$ cat config.mk
export PLATFORM = sky130hd
export DESIGN_NAME = pwr_ctrl_top
export DESIGN_NICKNAME = d
export VERILOG_FILES = /design/src/design/pwr_ctrl_pkg.sv /design/src/design/pwr_ctrl_top.sv /design/src/design/pwr_ctrl_regs.sv /design/src/design/pwr_domain_fsm.sv /design/src/design/pwr_settle_timer.sv
export SDC_FILE = /design/constraint.sdc
export NUM_CORES = 1
export LEC_CHECK = 0
export BUFFER_PORTS_ARGS = -buffer_cell sky130_fd_sc_hd__buf_2
export CAP_MARGIN = 0
export CORE_ASPECT_RATIO = 0.9
export CORE_MARGIN = 4
export CORE_UTILIZATION = 60
export DETAILED_ROUTE_END_ITERATION = 12
export PLACE_DENSITY = 0.95
export RECOVER_POWER = 50
export REMOVE_ABC_BUFFERS = 1
export SYNTH_ARGS = -nofsm -noshare
export SYNTH_HDL_FRONTEND = slang
export SYNTH_SLANG_ARGS = --single-unit
export TNS_END_PERCENT = 10
$ cat constraint.sdc
create_clock -name clk_i -period 3.9 [get_ports clk_i]
set_clock_uncertainty 0.05 [all_clocks]
set_input_delay 0.39 -clock clk_i [delete_from_list [all_inputs] [get_ports clk_i]]
set_output_delay 0.39 -clock clk_i [all_outputs]
set_load 0.05 [all_outputs]
$ cat src/design/pwr_ctrl_pkg.sv
// ======================================
// register map, power state codes and
// packed bundles for bus and domain signals
// ======================================
package pwr_ctrl_pkg;

  localparam int ADDR_W = 8;
  localparam int DATA_W = 32;
  localparam int MAX_DOMAINS = 8;
  localparam int TIMER_W = 16;

  localparam logic [ADDR_W-1:0] CTRL_ADDR = 8'h00;
  localparam logic [ADDR_W-1:0] STATUS_ADDR = 8'h04;
  localparam logic [ADDR_W-1:0] ERR_CLR_ADDR = 8'h08;

  localparam logic [1:0] RESP_OKAY = 2'b00;
  localparam logic [1:0] RESP_SLVERR = 2'b10;

  typedef enum logic [1:0] {
    PWR_ON     = 2'd0,
    PWR_OFF    = 2'd1,
    PWR_RETAIN = 2'd2,
    PWR_BUSY   = 2'd3
  } pwr_state_e;

  // all active low, high means inactive
  typedef struct packed {
    logic pwrgate_en_n;
    logic isogate_en_n;
    logic rst_n;
    logic clkgate_en_n;
    logic retentive_en_n;
  } pwr_ctrl_out_t;

  typedef struct packed {
    logic off_req;
    logic retain;
  } pwr_cmd_t;

  typedef struct packed {
    pwr_state_e state;
    logic       ack_timeout;
  } pwr_status_t;

  typedef struct packed {
    logic                awvalid;
    logic [ADDR_W-1:0]   awaddr;
    logic                wvalid;
    logic [DATA_W-1:0]   wdata;
    logic [DATA_W/8-1:0] wstrb;
    logic                bready;
    logic                arvalid;
    logic [ADDR_W-1:0]   araddr;
    logic                rready;
  } axil_req_t;

  typedef struct packed {
    logic              awready;
    logic              wready;
    logic              bvalid;
    logic [1:0]        bresp;
    logic              arready;
    logic              rvalid;
    logic [DATA_W-1:0] rdata;
    logic [1:0]        rresp;
  } axil_rsp_t;

endpackage
$ cat src/design/pwr_ctrl_top.sv
// ======================================
// power control top, register block and
// one sequencer per domain
// ======================================
`timescale 1ns/1ps

module pwr_ctrl_top #(
  parameter int NUM_DOMAINS = 3,
  parameter int STEP_CYCLES = 4,
  parameter int ACK_TIMEOUT = 64
) (
  input  logic                                          clk_i,
  input  logic                                          arst_n_i,
  input  pwr_ctrl_pkg::axil_req_t                       axil_req_i,
  output pwr_ctrl_pkg::axil_rsp_t                       axil_rsp_o,
  input  logic                        [NUM_DOMAINS-1:0] pwrgate_ack_ni,
  output pwr_ctrl_pkg::pwr_ctrl_out_t [NUM_DOMAINS-1:0] pwr_ctrl_o
);

  import pwr_ctrl_pkg::*;

  pwr_cmd_t    [NUM_DOMAINS-1:0] domain_cmd;
  pwr_status_t [NUM_DOMAINS-1:0] domain_status;

  pwr_ctrl_regs #(
    .NUM_DOMAINS(NUM_DOMAINS)
  ) pwr_ctrl_regs_i (
    .clk_i,
    .arst_n_i,
    .axil_req_i,
    .axil_rsp_o,
    .status_i(domain_status),
    .cmd_o   (domain_cmd)
  );

  // domain 0 cpu, 1 peripheral, then memory banks
  for (genvar i = 0; i < NUM_DOMAINS; i++) begin : g_domain
    pwr_domain_fsm #(
      .STEP_CYCLES(STEP_CYCLES),
      .ACK_TIMEOUT(ACK_TIMEOUT)
    ) pwr_domain_fsm_i (
      .clk_i,
      .arst_n_i,
      .cmd_i         (domain_cmd[i]),
      .pwrgate_ack_ni(pwrgate_ack_ni[i]),
      .ctrl_o        (pwr_ctrl_o[i]),
      .status_o      (domain_status[i])
    );
  end

endmodule

$ cat src/design/pwr_ctrl_regs.sv
// ======================================
// AXI4-Lite slave with control, status
// and sticky error registers
// ======================================
`timescale 1ns/1ps

module pwr_ctrl_regs #(
  parameter int NUM_DOMAINS = 3
) (
  input  logic                                        clk_i,
  input  logic                                        arst_n_i,
  input  pwr_ctrl_pkg::axil_req_t                     axil_req_i,
  output pwr_ctrl_pkg::axil_rsp_t                     axil_rsp_o,
  input  pwr_ctrl_pkg::pwr_status_t [NUM_DOMAINS-1:0] status_i,
  output pwr_ctrl_pkg::pwr_cmd_t    [NUM_DOMAINS-1:0] cmd_o
);

  import pwr_ctrl_pkg::*;

  localparam int CTRL_W = 2 * NUM_DOMAINS;

  logic [CTRL_W-1:0]      ctrl_q;
  logic [NUM_DOMAINS-1:0] err_q, err_d;
  logic [DATA_W-1:0]      status_word;
  logic                   wr_hs, rd_hs;
  logic                   wr_ctrl, wr_clr, wr_hit;
  logic                   bvalid_q, rvalid_q;
  logic [1:0]             bresp_q, rresp_q, rd_resp;
  logic [DATA_W-1:0]      rdata_q, rd_data;

  // address and data accepted together, one write at a time
  assign wr_hs = axil_req_i.awvalid && axil_req_i.wvalid && !bvalid_q;
  assign rd_hs = axil_req_i.arvalid && !rvalid_q;

  assign wr_ctrl = wr_hs && (axil_req_i.awaddr == CTRL_ADDR);
  assign wr_clr = wr_hs && (axil_req_i.awaddr == ERR_CLR_ADDR);
  assign wr_hit = axil_req_i.awaddr inside {CTRL_ADDR, STATUS_ADDR, ERR_CLR_ADDR};

  // 4 bits per domain, upper slots read zero
  for (genvar i = 0; i < MAX_DOMAINS; i++) begin : g_status
    if (i < NUM_DOMAINS) begin : g_used
      assign status_word[4*i +: 4] = {1'b0, err_q[i], status_i[i].state};
    end else begin : g_unused
      assign status_word[4*i +: 4] = 4'b0;
    end
  end

  for (genvar i = 0; i < NUM_DOMAINS; i++) begin : g_cmd
    assign cmd_o[i].off_req = ctrl_q[2*i];
    assign cmd_o[i].retain = ctrl_q[2*i+1];
  end

  // timeout pulse wins over a clear in the same cycle
  always_comb begin
    err_d = err_q;
    if (wr_clr) begin
      err_d = err_d & ~axil_req_i.wdata[NUM_DOMAINS-1:0];
    end
    for (int i = 0; i < NUM_DOMAINS; i++) begin
      if (status_i[i].ack_timeout) begin
        err_d[i] = 1'b1;
      end
    end
  end

  always_comb begin
    rd_data = '0;
    rd_resp = RESP_OKAY;
    case (axil_req_i.araddr)
      CTRL_ADDR:    rd_data = DATA_W'(ctrl_q);
      STATUS_ADDR:  rd_data = status_word;
      ERR_CLR_ADDR: rd_data = '0;
      default:      rd_resp = RESP_SLVERR;
    endcase
  end

  always_ff @(posedge clk_i or negedge arst_n_i) begin
    if (!arst_n_i) begin
      ctrl_q <= '0;
      err_q <= '0;
      bvalid_q <= 1'b0;
      rvalid_q <= 1'b0;
    end else begin
      err_q <= err_d;
      if (wr_ctrl) begin
        for (int b = 0; b < CTRL_W; b++) begin
          if (axil_req_i.wstrb[b/8]) begin
            ctrl_q[b] <= axil_req_i.wdata[b];
          end
        end
      end
      if (wr_hs) begin
        bvalid_q <= 1'b1;
      end else if (axil_req_i.bready) begin
        bvalid_q <= 1'b0;
      end
      if (rd_hs) begin
        rvalid_q <= 1'b1;
      end else if (axil_req_i.rready) begin
        rvalid_q <= 1'b0;
      end
    end
  end

  always_ff @(posedge clk_i) begin
    if (wr_hs) begin
      bresp_q <= wr_hit ? RESP_OKAY : RESP_SLVERR;
    end
    if (rd_hs) begin
      rdata_q <= rd_data;
      rresp_q <= rd_resp;
    end
  end

  assign axil_rsp_o.awready = wr_hs;
  assign axil_rsp_o.wready = wr_hs;
  assign axil_rsp_o.bvalid = bvalid_q;
  assign axil_rsp_o.bresp = bresp_q;
  assign axil_rsp_o.arready = rd_hs;
  assign axil_rsp_o.rvalid = rvalid_q;
  assign axil_rsp_o.rdata = rdata_q;
  assign axil_rsp_o.rresp = rresp_q;

endmodule

$ cat src/design/pwr_domain_fsm.sv
// ======================================
// per-domain power-down, power-up and
// retention sequencer
// ======================================
`timescale 1ns/1ps

module pwr_domain_fsm #(
  parameter int STEP_CYCLES = 4,
  parameter int ACK_TIMEOUT = 64
) (
  input  logic                        clk_i,
  input  logic                        arst_n_i,
  input  pwr_ctrl_pkg::pwr_cmd_t      cmd_i,
  input  logic                        pwrgate_ack_ni,
  output pwr_ctrl_pkg::pwr_ctrl_out_t ctrl_o,
  output pwr_ctrl_pkg::pwr_status_t   status_o
);

  import pwr_ctrl_pkg::*;

  localparam logic [TIMER_W-1:0] STEP_VAL = TIMER_W'(STEP_CYCLES);
  localparam logic [TIMER_W-1:0] ACK_VAL = TIMER_W'(ACK_TIMEOUT);

  typedef enum logic [3:0] {
    ST_ON, ST_DN_CLK, ST_DN_ISO, ST_DN_RST, ST_DN_SW, ST_DN_RET,
    ST_OFF, ST_RETAIN, ST_UP_SW, ST_UP_RST, ST_UP_ISO, ST_UP_CLK
  } fsm_e;

  fsm_e               fsm_q, fsm_d;
  pwr_ctrl_out_t      ctrl_q, ctrl_d;
  logic               retain_q;
  logic               ack_to_q, ack_to_d;
  logic               load;
  logic [TIMER_W-1:0] load_val;
  logic               expired;

  pwr_settle_timer #(
    .TIMER_W(TIMER_W)
  ) settle_timer_i (
    .clk_i,
    .arst_n_i,
    .load_i    (load),
    .load_val_i(load_val),
    .expired_o (expired)
  );

  always_comb begin
    fsm_d = fsm_q;
    ctrl_d = ctrl_q;
    load = 1'b0;
    load_val = STEP_VAL;
    ack_to_d = 1'b0;
    case (fsm_q)
      ST_ON: begin
        if (cmd_i.off_req) begin
          ctrl_d.clkgate_en_n = 1'b0;
          load = 1'b1;
          fsm_d = ST_DN_CLK;
        end
      end
      ST_DN_CLK: begin
        if (expired) begin
          ctrl_d.isogate_en_n = 1'b0;
          load = 1'b1;
          fsm_d = ST_DN_ISO;
        end
      end
      ST_DN_ISO: begin
        if (expired) begin
          ctrl_d.rst_n = 1'b0;
          load = 1'b1;
          fsm_d = ST_DN_RST;
        end
      end
      ST_DN_RST: begin
        if (expired && retain_q) begin
          ctrl_d.retentive_en_n = 1'b0;
          load = 1'b1;
          fsm_d = ST_DN_RET;
        end else if (expired) begin
          ctrl_d.pwrgate_en_n = 1'b0;
          load = 1'b1;
          load_val = ACK_VAL;
          fsm_d = ST_DN_SW;
        end
      end
      ST_DN_RET: begin
        if (expired) begin
          fsm_d = ST_RETAIN;
        end
      end
      ST_DN_SW: begin
        if (!pwrgate_ack_ni) begin
          fsm_d = ST_OFF;
        end else if (expired) begin
          // flag the late switch and keep waiting
          ack_to_d = 1'b1;
          load = 1'b1;
          load_val = ACK_VAL;
        end
      end
      ST_OFF: begin
        if (!cmd_i.off_req) begin
          ctrl_d.pwrgate_en_n = 1'b1;
          load = 1'b1;
          load_val = ACK_VAL;
          fsm_d = ST_UP_SW;
        end
      end
      ST_RETAIN: begin
        if (!cmd_i.off_req) begin
          ctrl_d.retentive_en_n = 1'b1;
          load = 1'b1;
          fsm_d = ST_UP_RST;
        end
      end
      ST_UP_SW: begin
        if (pwrgate_ack_ni) begin
          load = 1'b1;
          fsm_d = ST_UP_RST;
        end else if (expired) begin
          ack_to_d = 1'b1;
          load = 1'b1;
          load_val = ACK_VAL;
        end
      end
      ST_UP_RST: begin
        if (expired) begin
          ctrl_d.rst_n = 1'b1;
          load = 1'b1;
          fsm_d = ST_UP_ISO;
        end
      end
      ST_UP_ISO: begin
        if (expired) begin
          ctrl_d.isogate_en_n = 1'b1;
          load = 1'b1;
          fsm_d = ST_UP_CLK;
        end
      end
      ST_UP_CLK: begin
        if (expired) begin
          ctrl_d.clkgate_en_n = 1'b1;
          fsm_d = ST_ON;
        end
      end
      default: fsm_d = ST_ON;
    endcase
  end

  always_ff @(posedge clk_i or negedge arst_n_i) begin
    if (!arst_n_i) begin
      fsm_q <= ST_ON;
      ctrl_q <= '1;
      ack_to_q <= 1'b0;
    end else begin
      fsm_q <= fsm_d;
      ctrl_q <= ctrl_d;
      ack_to_q <= ack_to_d;
    end
  end

  // retention choice captured when leaving on
  always_ff @(posedge clk_i) begin
    if (fsm_q == ST_ON && cmd_i.off_req) begin
      retain_q <= cmd_i.retain;
    end
  end

  assign ctrl_o = ctrl_q;
  assign status_o.ack_timeout = ack_to_q;
  assign status_o.state = (fsm_q == ST_ON)     ? PWR_ON :
                          (fsm_q == ST_OFF)    ? PWR_OFF :
                          (fsm_q == ST_RETAIN) ? PWR_RETAIN : PWR_BUSY;

endmodule

$ cat src/design/pwr_settle_timer.sv
// ======================================
// loadable down-counter for step delays
// ======================================
`timescale 1ns/1ps

module pwr_settle_timer #(
  parameter int TIMER_W = pwr_ctrl_pkg::TIMER_W
) (
  input  logic               clk_i,
  input  logic               arst_n_i,
  input  logic               load_i,
  input  logic [TIMER_W-1:0] load_val_i,
  output logic               expired_o
);

  logic [TIMER_W-1:0] count_q;
  logic               armed_q;

  // holds at zero once the count runs out
  always_ff @(posedge clk_i or negedge arst_n_i) begin
    if (!arst_n_i) begin
      count_q <= '0;
      armed_q <= 1'b0;
    end else if (load_i) begin
      count_q <= load_val_i;
      armed_q <= 1'b1;
    end else if (count_q != '0) begin
      count_q <= count_q - 1'b1;
    end
  end

  // stays low after reset until a load has counted out
  assign expired_o = armed_q && (count_q == '0);

endmodule

Yosys cells after proc, flatten, opt, wreduce, memory -nomap -nowiden --
Index checks and enable logic that the tools add are counted.
Operators by class: add/sub/neg operators 3, equal/unequal tests 82, mux-type cells 146, bitwise logic cells 2, reductions and logical operators 77
Operators by type and width (count):
- two-way mux 16 bit | 15
- case mux 16 bit (4 select lines) | 3
- two-way mux 4 bit | 39
- case mux 4 bit (12 select lines) | 3
- two-way mux 1 bit | 49
- equality test 4 x 3 -> 1 bit (second input constant) | 12
- equality test 4 bit (second input constant) | 12
- logical NOT 16 bit | 3
- inequality test 2 x 1 -> 1 bit (second input constant) | 24
- nonzero test 16 bit | 3
- subtractor 16 x 1 -> 16 bit (second input constant) | 3
- nonzero test 2 bit | 23
- two-way mux 7 bit | 6
- inequality test 2 bit (second input constant) | 18
- case mux 1 bit (2 select lines) | 18
- AND reduction 12 bit | 3
- AND reduction 3 bit | 12
- equality test 4 x 2 -> 1 bit (second input constant) | 6
- case mux 11 bit (2 select lines) | 1
- case mux 1 bit (6 select lines) | 3
- equality test 8 x 3 -> 1 bit (second input constant) | 2
- equality test 8 x 4 -> 1 bit (second input constant) | 2
- logical NOT 8 bit | 2
- two-way mux 2 bit | 8
- 14 further kinds | 40
Word-level totals: flip-flop bits (word level) 131, bits of input ports 62, output and inout port bits 56

Logic depth before layout (Yosys ltp) --
Gate-level depths: netlist of run 1.
depth in word-level cells 6, depth in mapped cells 10, gate-level depth less buffers 7

Hierarchy --
A second synthesis of run 1 with hierarchy kept.
Second synthesis, totals: cell total of the unflattened synthesis 685, area, all modules 6546.3 um2
Modules (own cells, without submodules):
- pwr_domain_fsm | instances 3, cells each 94, area each 779.5 um2
- pwr_settle_timer at g_domain[1].pwr_domain_fsm_i.settle_timer_i ... | instances 2, cells each 99, area each 996.0 um2
- pwr_ctrl_regs | instances 1, cells each 102, area each 1217.4 um2
- pwr_settle_timer at g_domain[0].pwr_domain_fsm_i.settle_timer_i | instances 1, cells each 103, area each 998.5 um2

Least setup slack after synthesis of run 1 --
OpenSTA, ideal clock, no wires.
path type register -> register, from reg g_domain[1].pwr_domain_fsm_i.settle_timer_i.count_q[0], to reg g_domain[1].pwr_domain_fsm_i.settle_timer_i.count_q[0], setup time 119 ps, arrival time 1866 ps, data required time 3731 ps, path slack 1865 ps, stages on the path, launching flop included 11, cell sequence dfrtp_1 -> inv_1 -> ha_1 -> nor3b_1 -> and2_0 -> clkbuf_2 -> and4_1 -> buf_2 -> a21o_1 -> buf_4 -> nor2_1
On the way: cells in the longest elaborated chain, start to end 6
Ends and longest elaborated chain:
- from (decl) | RTL line pwr_settle_timer.sv:16 | logic [TIMER_W-1:0] count_q;
- from (signal assigned) | RTL line pwr_settle_timer.sv:25 | count_q <= load_val_i;
- from (signal assigned) | RTL line pwr_settle_timer.sv:28 | count_q <= count_q - 1'b1;
- branches (longest 6 deep; another with subtractor 16 x 1 -> 16 bit)
Parallel ways; which one is timed is not known. The select of a mux whose other input is x is not followed. A chain may end at the register's enable or synchronous reset.

Worst setup path in the final report of run 1 --
from reg g_domain[2].pwr_domain_fsm_i.settle_timer_i.count_q[0], to reg g_domain[2].pwr_domain_fsm_i.settle_timer_i.count_q[1]
On the way: cells in the longest elaborated chain, start to end 6
Ends and longest elaborated chain (RTL line):
- from (decl) | pwr_settle_timer.sv:16
- from (signal assigned) | pwr_settle_timer.sv:25
- from (signal assigned) | pwr_settle_timer.sv:28
- branches (longest 6 deep; another with subtractor 16 x 1 -> 16 bit)
Parallel ways; which one is timed is not known. The select of a mux whose other input is x is not followed.

==> results of run 1 <==
flip-flops by register name, indices dropped and copies added (netlist names):
| register | count |
|---|---|
| pwr_ctrl_regs_i.bresp_q | 1 |
| pwr_ctrl_regs_i.ctrl_q | 6 |
| pwr_ctrl_regs_i.rdata_q | 10 |
| pwr_ctrl_regs_i.rvalid_q | 1 |
| pwr_ctrl_regs_i.bvalid_q | 1 |
| g_domain.pwr_domain_fsm_i.settle_timer_i.armed_q | 3 |
| g_domain.pwr_domain_fsm_i.ack_to_q | 3 |
| g_domain.pwr_domain_fsm_i.fsm_q | 12 |
| g_domain.pwr_domain_fsm_i.ctrl_o | 15 |
| g_domain.pwr_domain_fsm_i.retain_q | 3 |
| pwr_ctrl_regs_i.err_q | 3 |
| pwr_ctrl_regs_i.rresp_q | 1 |
| g_domain.pwr_domain_fsm_i.settle_timer_i.count_q | 48 |
cells by family after synthesis:
| kind of cell | Yosys count |
|---|---|
| buffers and inverters | 78 |
| other | 1 |
| and+or+nand+nor | 269 |
| DFF | 107 |
| adders and majority gates | 6 |
| muxes | 9 |
| AOI/OAI and AO/OA | 130 |
| xor gates and xnor gates | 36 |
power groups by stage:
stage | clock, mW | combinational (mW) | sequential, mW
after global routing | 0.651 | 1.23 | 1.65
final | 0.596 | 1.10 | 1.62
after floorplan | 0 | 0.787 | 1.63
after CTS | 0.611 | 1.10 | 1.60
after detailed placement | 0 | 1.08 | 1.63
after global placement | 0 | 1.02 | 1.60
routing by layer:
layer  vias to the layer above  global-route usage
met5                         -                   0
met4                         0              0.0906
met3                        39              0.0434
met2                       208               0.388
met1                      2417               0.311
li1                       2340                   -
path summary, 6_finish.rpt:
kind	start	endpoint	cells past startpoint
min in group asynchronous	arst_n_i	asynchronous set/reset pin	1
setup / recovery	register	register	7
hold reg to reg	g_domain[2].pwr_domain_fsm_i.ack_to_q	pwr_ctrl_regs_i.err_q[2]	1
hold / removal	axil_req_i[0]	pwr_ctrl_regs_i.rvalid_q	2
max in group asynchronous	arst_n_i	asynchronous set/reset pin	2
setup reg to reg	register	register	7
layout make-up:
class,instances,area [um2],share of cell area
Sequential cell,107,2770,0.432
Inverter,22,82.6,0.0129
Clock inverter,4,27.5,0.00429
Clock buffer,12,135,0.0211
Timing Repair Buffer,66,317,0.0493
Multi-Input combinational cell,474,2930,0.456
Tap cell,126,158,0.0246
through the flow:
| step | power (mW) | instance area, um2 | instances |
|---|---|---|---|
| 6_report | 3.31 | 6420 | 811 |
| 3_5_place_dp | 2.71 | 6280 | 795 |
| 2_1_floorplan | 2.41 | 5780 | 603 |
| 3_3_place_gp | 2.62 | 6280 | 795 |
| 5_1_grt | 3.53 | 6420 | 811 |
| 4_1_cts | 3.31 | 6440 | 811 |
worst register-to-register path: stages (launching register included):
cell,delay [ps]
dfrtp_1,410
inv_1,130
ha_1,170
nor2b_1,200
nand4_1,340
nor2_1,500
a21o_1,510
a211oi_1,150
layout by cell type (no fill, tap or decap), drive strengths merged, types with 10 or more instances in the layout:
master  instances
inv            22
o21ai          25
nor2           82
o31ai          11
a31oi          11
edfxtp         15
xnor2          24
conb           24
nand2          37
a21oi          22
a21o           12
or3            10
clkbuf         24
dfrtp          77
buf            54
nor3           29
xor2           12
nor4           20
dfstp          15
nand3          21
==> results.sh, run 1 <==
export IMPL_seq_area_frac_synth=0.460
export IMPL_ys_flop_type="dfrtp_1"
export IMPL_met3WireLength_um=990
export IMPL_slew_violations=67
export IMPL_cp_end_kind="register"
export IMPL_synth_commonest_cells="nor2_1, dfrtp_1, nand2_1, buf_4, nor3_1"
export IMPL_h_tree_depth=3
export IMPL_cts_root_buf="clkbuf_8"
export IMPL_drc=0
export IMPL_grt_usage=0.235
export IMPL_slew_headroom=-0.0962
export IMPL_violations="capacitance limit, slew limit"
export IMPL_synth_compound_area_share=0.148
export IMPL_startpoint_type="register"
export IMPL_synth_async_reset_ratio=0.860
export IMPL_portBuffers=64
export IMPL_fmaxAchievable_mhz=382
export IMPL_yosys_warnings=0
export IMPL_clkTransAtPathRegs_ps=90
export IMPL_gp_congestion=0.921
export IMPL_ys_ff_latch=107
export IMPL_die_x_um=114
export IMPL_cts_tree="done"
export IMPL_via_count=5004
export IMPL_yosysUniqueCellTypes=73
export IMPL_yosys_area_share_xor_xnor=0.0523
export IMPL_clock_latency_ps=370
export IMPL_cap_violations=1
export IMPL_hold_path_class="primary input to register"
export IMPL_first_pass_iters=5
export IMPL_postSynthAreaPerCell_um2=9.48
export IMPL_clkPwrFrac=0.180
export IMPL_m1WireLength_um=5520
export IMPL_p_int_mw=1.98
export IMPL_fin_hold_ws_ps=132
export IMPL_min_period_ps=2620
export IMPL_post_cts_buffers=0
export IMPL_grt_pass1_vias=4692
export IMPL_setup_viol=0
export IMPL_nets=748
export IMPL_arrival_ps=2790
export IMPL_p_switching_mw=1.34
export IMPL_drt_iter0_drc=389
export IMPL_dp_hpwl_um=9780
export IMPL_ctsHoldBuffers=0
export IMPL_cp_top_family="simple AND/OR/NAND/NOR gates"
export IMPL_antenna_found_initial=0
export IMPL_tightest_slew_ps=1640
export IMPL_pre_cts_ws_ps=1340
export IMPL_grt_first_pass_wirelength_um=22300
export IMPL_cts_sinks=107
export IMPL_synthCells=636
export IMPL_core_area_mm2=0.00974
export IMPL_final_core_util=0.659
export IMPL_maxUsedRoutingLayer="met4"
export IMPL_min_period_over_period=0.671
export IMPL_seq_power_share=0.488
export IMPL_synthTopCellsByArea="dfrtp_1, edfxtp_1, dfstp_2"
export IMPL_numCtsBuffers=9
export IMPL_grt_overflow_total=0
export IMPL_synth_top_family_by_area="simple AND/OR/NAND/NOR gates"
export IMPL_synthMuxAreaShare=0.0162
export IMPL_num_rows=34
export IMPL_combPwrFrac=0.332
export IMPL_synth_largest_area_cell="dfrtp_1"
export IMPL_synth_edf_count=15
export IMPL_hold_viol=0
export IMPL_synth_simple_area_share=0.242
export IMPL_critPathSlowestCell="a21o_1"
export IMPL_status="finished, violations left"
export IMPL_antenna_cells=0
export IMPL_syn_area_mm2=0.00603
export IMPL_ctsResizeCount=0
export IMPL_required_ps=4070
export IMPL_area_growth_pct=6.50
export IMPL_drive_above_1_share=0.162
export IMPL_die_area_mm2=0.0117
export IMPL_vdd_drop_max_v=0.000231
export IMPL_synth_most_common_cell="nor2_1"
export IMPL_cpPeakStageDelay_ps=510
export IMPL_nFillCells=749
export IMPL_r2r_setup_slack_ps=1280
export IMPL_io_pins=118
export IMPL_clk_path_buf_depth=2
export IMPL_path_cells="inv_1 > ha_1 > nor2b_1 > nand4_1 > nor2_1 > a21o_1 > a211oi_1"
export IMPL_rsz0062_at_grt="false"
export IMPL_routed_wl_um=13500
export IMPL_path_buf_inv=1
export IMPL_worst_slack_ps=1280
export IMPL_die_h_um=103
export IMPL_wl_per_cell_um=16.7
export IMPL_path_class="register to register"
export IMPL_p_leak_nw=2.79
export IMPL_crit_fanout=16
export IMPL_synth_top_area_frac=0.320
export IMPL_switching_share=0.403
export IMPL_initial_core_util=0.619
export IMPL_grt_max_degree=67
export IMPL_vias_per_cell=6.17
export IMPL_synth_fa_ha_area_frac=0.0125
export IMPL_ant_nets=0
export IMPL_powerDensity_mw_per_mm2=516
export IMPL_met2_length_um=6660
export IMPL_fin_tns_setup_ps=0
(Power assumes the default switching activity.)
==> inputs of run 2 (changes only) <==
- CORE_UTILIZATION: 60 -> 56
- PLACE_DENSITY: 0.95 -> 0.9
- clock period: 3.9 -> 2.7 ns (I/O delays scaled with it)
==> results.sh, run 2 (same netlist as run 1, synthesis figures left out) <==
export IMPL_die_x_um=117
export IMPL_met1_usage=0.297
export IMPL_min_period_ps=2400
export IMPL_cts_root_buf="clkbuf_16"
export IMPL_crit_fanout=8
export IMPL_initial_core_util=0.581
export IMPL_clkTransAtPathRegs_ps=70
export IMPL_min_period_over_period=0.887
export IMPL_slew_violations=0
export IMPL_hold_viol=0
export IMPL_fin_hold_ws_ps=39.3
export IMPL_cap_violations=0
export IMPL_post_cts_buffers=0
export IMPL_io_pins=118
export IMPL_vias_per_cell=6.15
export IMPL_final_common_cell="nor2_1"
export IMPL_startpoint_type="register"
export IMPL_clock_latency_ps=340
export IMPL_layout_common_cells="nor2_1, dfrtp_1, buf_2"
export IMPL_path_class="register to register"
export IMPL_clkPwrFrac=0.255
export IMPL_antenna_cells=0
export IMPL_dp_hpwl_um=9700
export IMPL_combPwrFrac=0.302
export IMPL_numCtsBuffers=9
export IMPL_rsz0062_at_grt="false"
export IMPL_p_int_mw=3.28
export IMPL_antenna_found_initial=0
export IMPL_nets=757
export IMPL_powerDensity_mw_per_mm2=800
export IMPL_h_tree_depth=3
export IMPL_gp_congestion=0.896
export IMPL_grt_max_degree=44
export IMPL_slew_headroom=0.286
export IMPL_ctsResizeCount=0
export IMPL_die_area_mm2=0.0125
export IMPL_hold_path_class="primary input to register"
export IMPL_area_growth_pct=10.1
export IMPL_first_pass_iters=5
export IMPL_switching_share=0.382
export IMPL_routed_wl_um=14000
export IMPL_arrival_ps=2580
export IMPL_clk_path_buf_depth=2
export IMPL_die_h_um=106
export IMPL_status="finished, final reports clean"
export IMPL_cp_end_kind="register"
export IMPL_seq_power_share=0.443
export IMPL_largest_reg_flops=48
export IMPL_cts_tree="done"
export IMPL_setup_viol=0
export IMPL_via_count=5061
export IMPL_grt_pass1_vias=4965
export IMPL_largest_register="g_domain.pwr_domain_fsm_i.settle_timer_i.count_q"
export IMPL_vdd_drop_max_v=0.000434
export IMPL_drt_iter0_drc=498
export IMPL_grt_usage=0.229
export IMPL_drive_above_1_share=0.171
export IMPL_grt_first_pass_wirelength_um=23900
export IMPL_busiest_layer="met2"
export IMPL_p_leak_nw=2.90
export IMPL_wl_per_cell_um=17.0
export IMPL_required_ps=2890
export IMPL_p_switching_mw=2.03
export IMPL_grt_overflow_total=0
export IMPL_portBuffers=64
export IMPL_ant_nets=0
export IMPL_use_met3=0.0362
export IMPL_fin_tns_setup_ps=0
export IMPL_tightest_slew_ps=1070
export IMPL_cts_sinks=107
export IMPL_grt_use_met2=0.376
export IMPL_drc=0
export IMPL_core_area_mm2=0.0104
export IMPL_fmaxAchievable_mhz=417
export IMPL_num_rows=35
## run 2: cell types whose count changed in the layout (fill, tap and decap cells not counted), sizes merged
cell         before  now
buf              54   57
clkbuf           24   28
clkinvlp          2    1
dlygate4sd3       0    1
inv              22   24
## run 2: layout make-up
type                    count  area (um2)
fillers                   816        3740
multi-input cells         474        2930
flip-flops and latches    107        2770
repair buffers             75         379
clock buffers              11         275
well taps                 129         161
inverters                  22        82.6
clock inverters             5        38.8
## run 2: what timing repair did
item                                    4_1_cts  5_1_grt
endpoints found under the setup margin        0        0
hold endpoints to repair                     36        0
hold buffers                                  1        0
## run 2: path summary, 6_finish.rpt
kind                       slack (ps)  depth (start not counted)                                   from                                     to
max                               300                          7                               register  g_domain[2].pwr_domain_fsm_i.fsm_q[3]
min reg2reg                       390                          1  g_domain[1].pwr_domain_fsm_i.ack_to_q               pwr_ctrl_regs_i.err_q[1]
max reg2reg                       300                          7                               register  g_domain[2].pwr_domain_fsm_i.fsm_q[3]
max in group asynchronous         600                          3                               arst_n_i               pwr_ctrl_regs_i.err_q[1]
min                                40                          2                          axil_req_i[0]               pwr_ctrl_regs_i.rvalid_q
min in group asynchronous         610                          2                               arst_n_i             asynchronous set/reset pin
## run 2: per-layer routing
| metal | wire length (um) | share of wire |
|---|---|---|
| met5 | 0 | 0 |
| met4 | 433 | 0.031 |
| met3 | 830 | 0.059 |
| met2 | 6820 | 0.49 |
| met1 | 5930 | 0.42 |
## run 2: power groups by stage
| stage | Sequential [mW] | Clock, mW | Combinational (mW) |
|---|---|---|---|
| finish | 2.35 | 1.35 | 1.60 |
| floorplan | 2.35 | 0 | 1.14 |
| global route | 2.39 | 1.44 | 1.79 |
| CTS | 2.33 | 1.36 | 1.60 |
| detailed placement | 2.35 | 0 | 1.58 |
| global placement | 2.32 | 0 | 1.50 |
## run 2: worst max-delay path: stages (launching register included)
cell and delay (ps):
dfrtp_1 410, inv_1 130, ha_1 150, nor2b_1 200
nand4_1 310, nor4_1 670, nor2_1 160, a21o_1 210
## run 2: stage by stage
step           cells  setup slack, ps  total power [mW]  area [um2]   util
3_3_place_gp     806              420              3.82        6350  0.612
4_1_cts          823              351              5.30        6680  0.643
2_1_floorplan    603              422              3.49        5780      -
6_report         823              304              5.31        6640  0.639
3_5_place_dp     806              380              3.92        6350  0.612
5_1_grt          823             12.0              5.62        6640  0.639
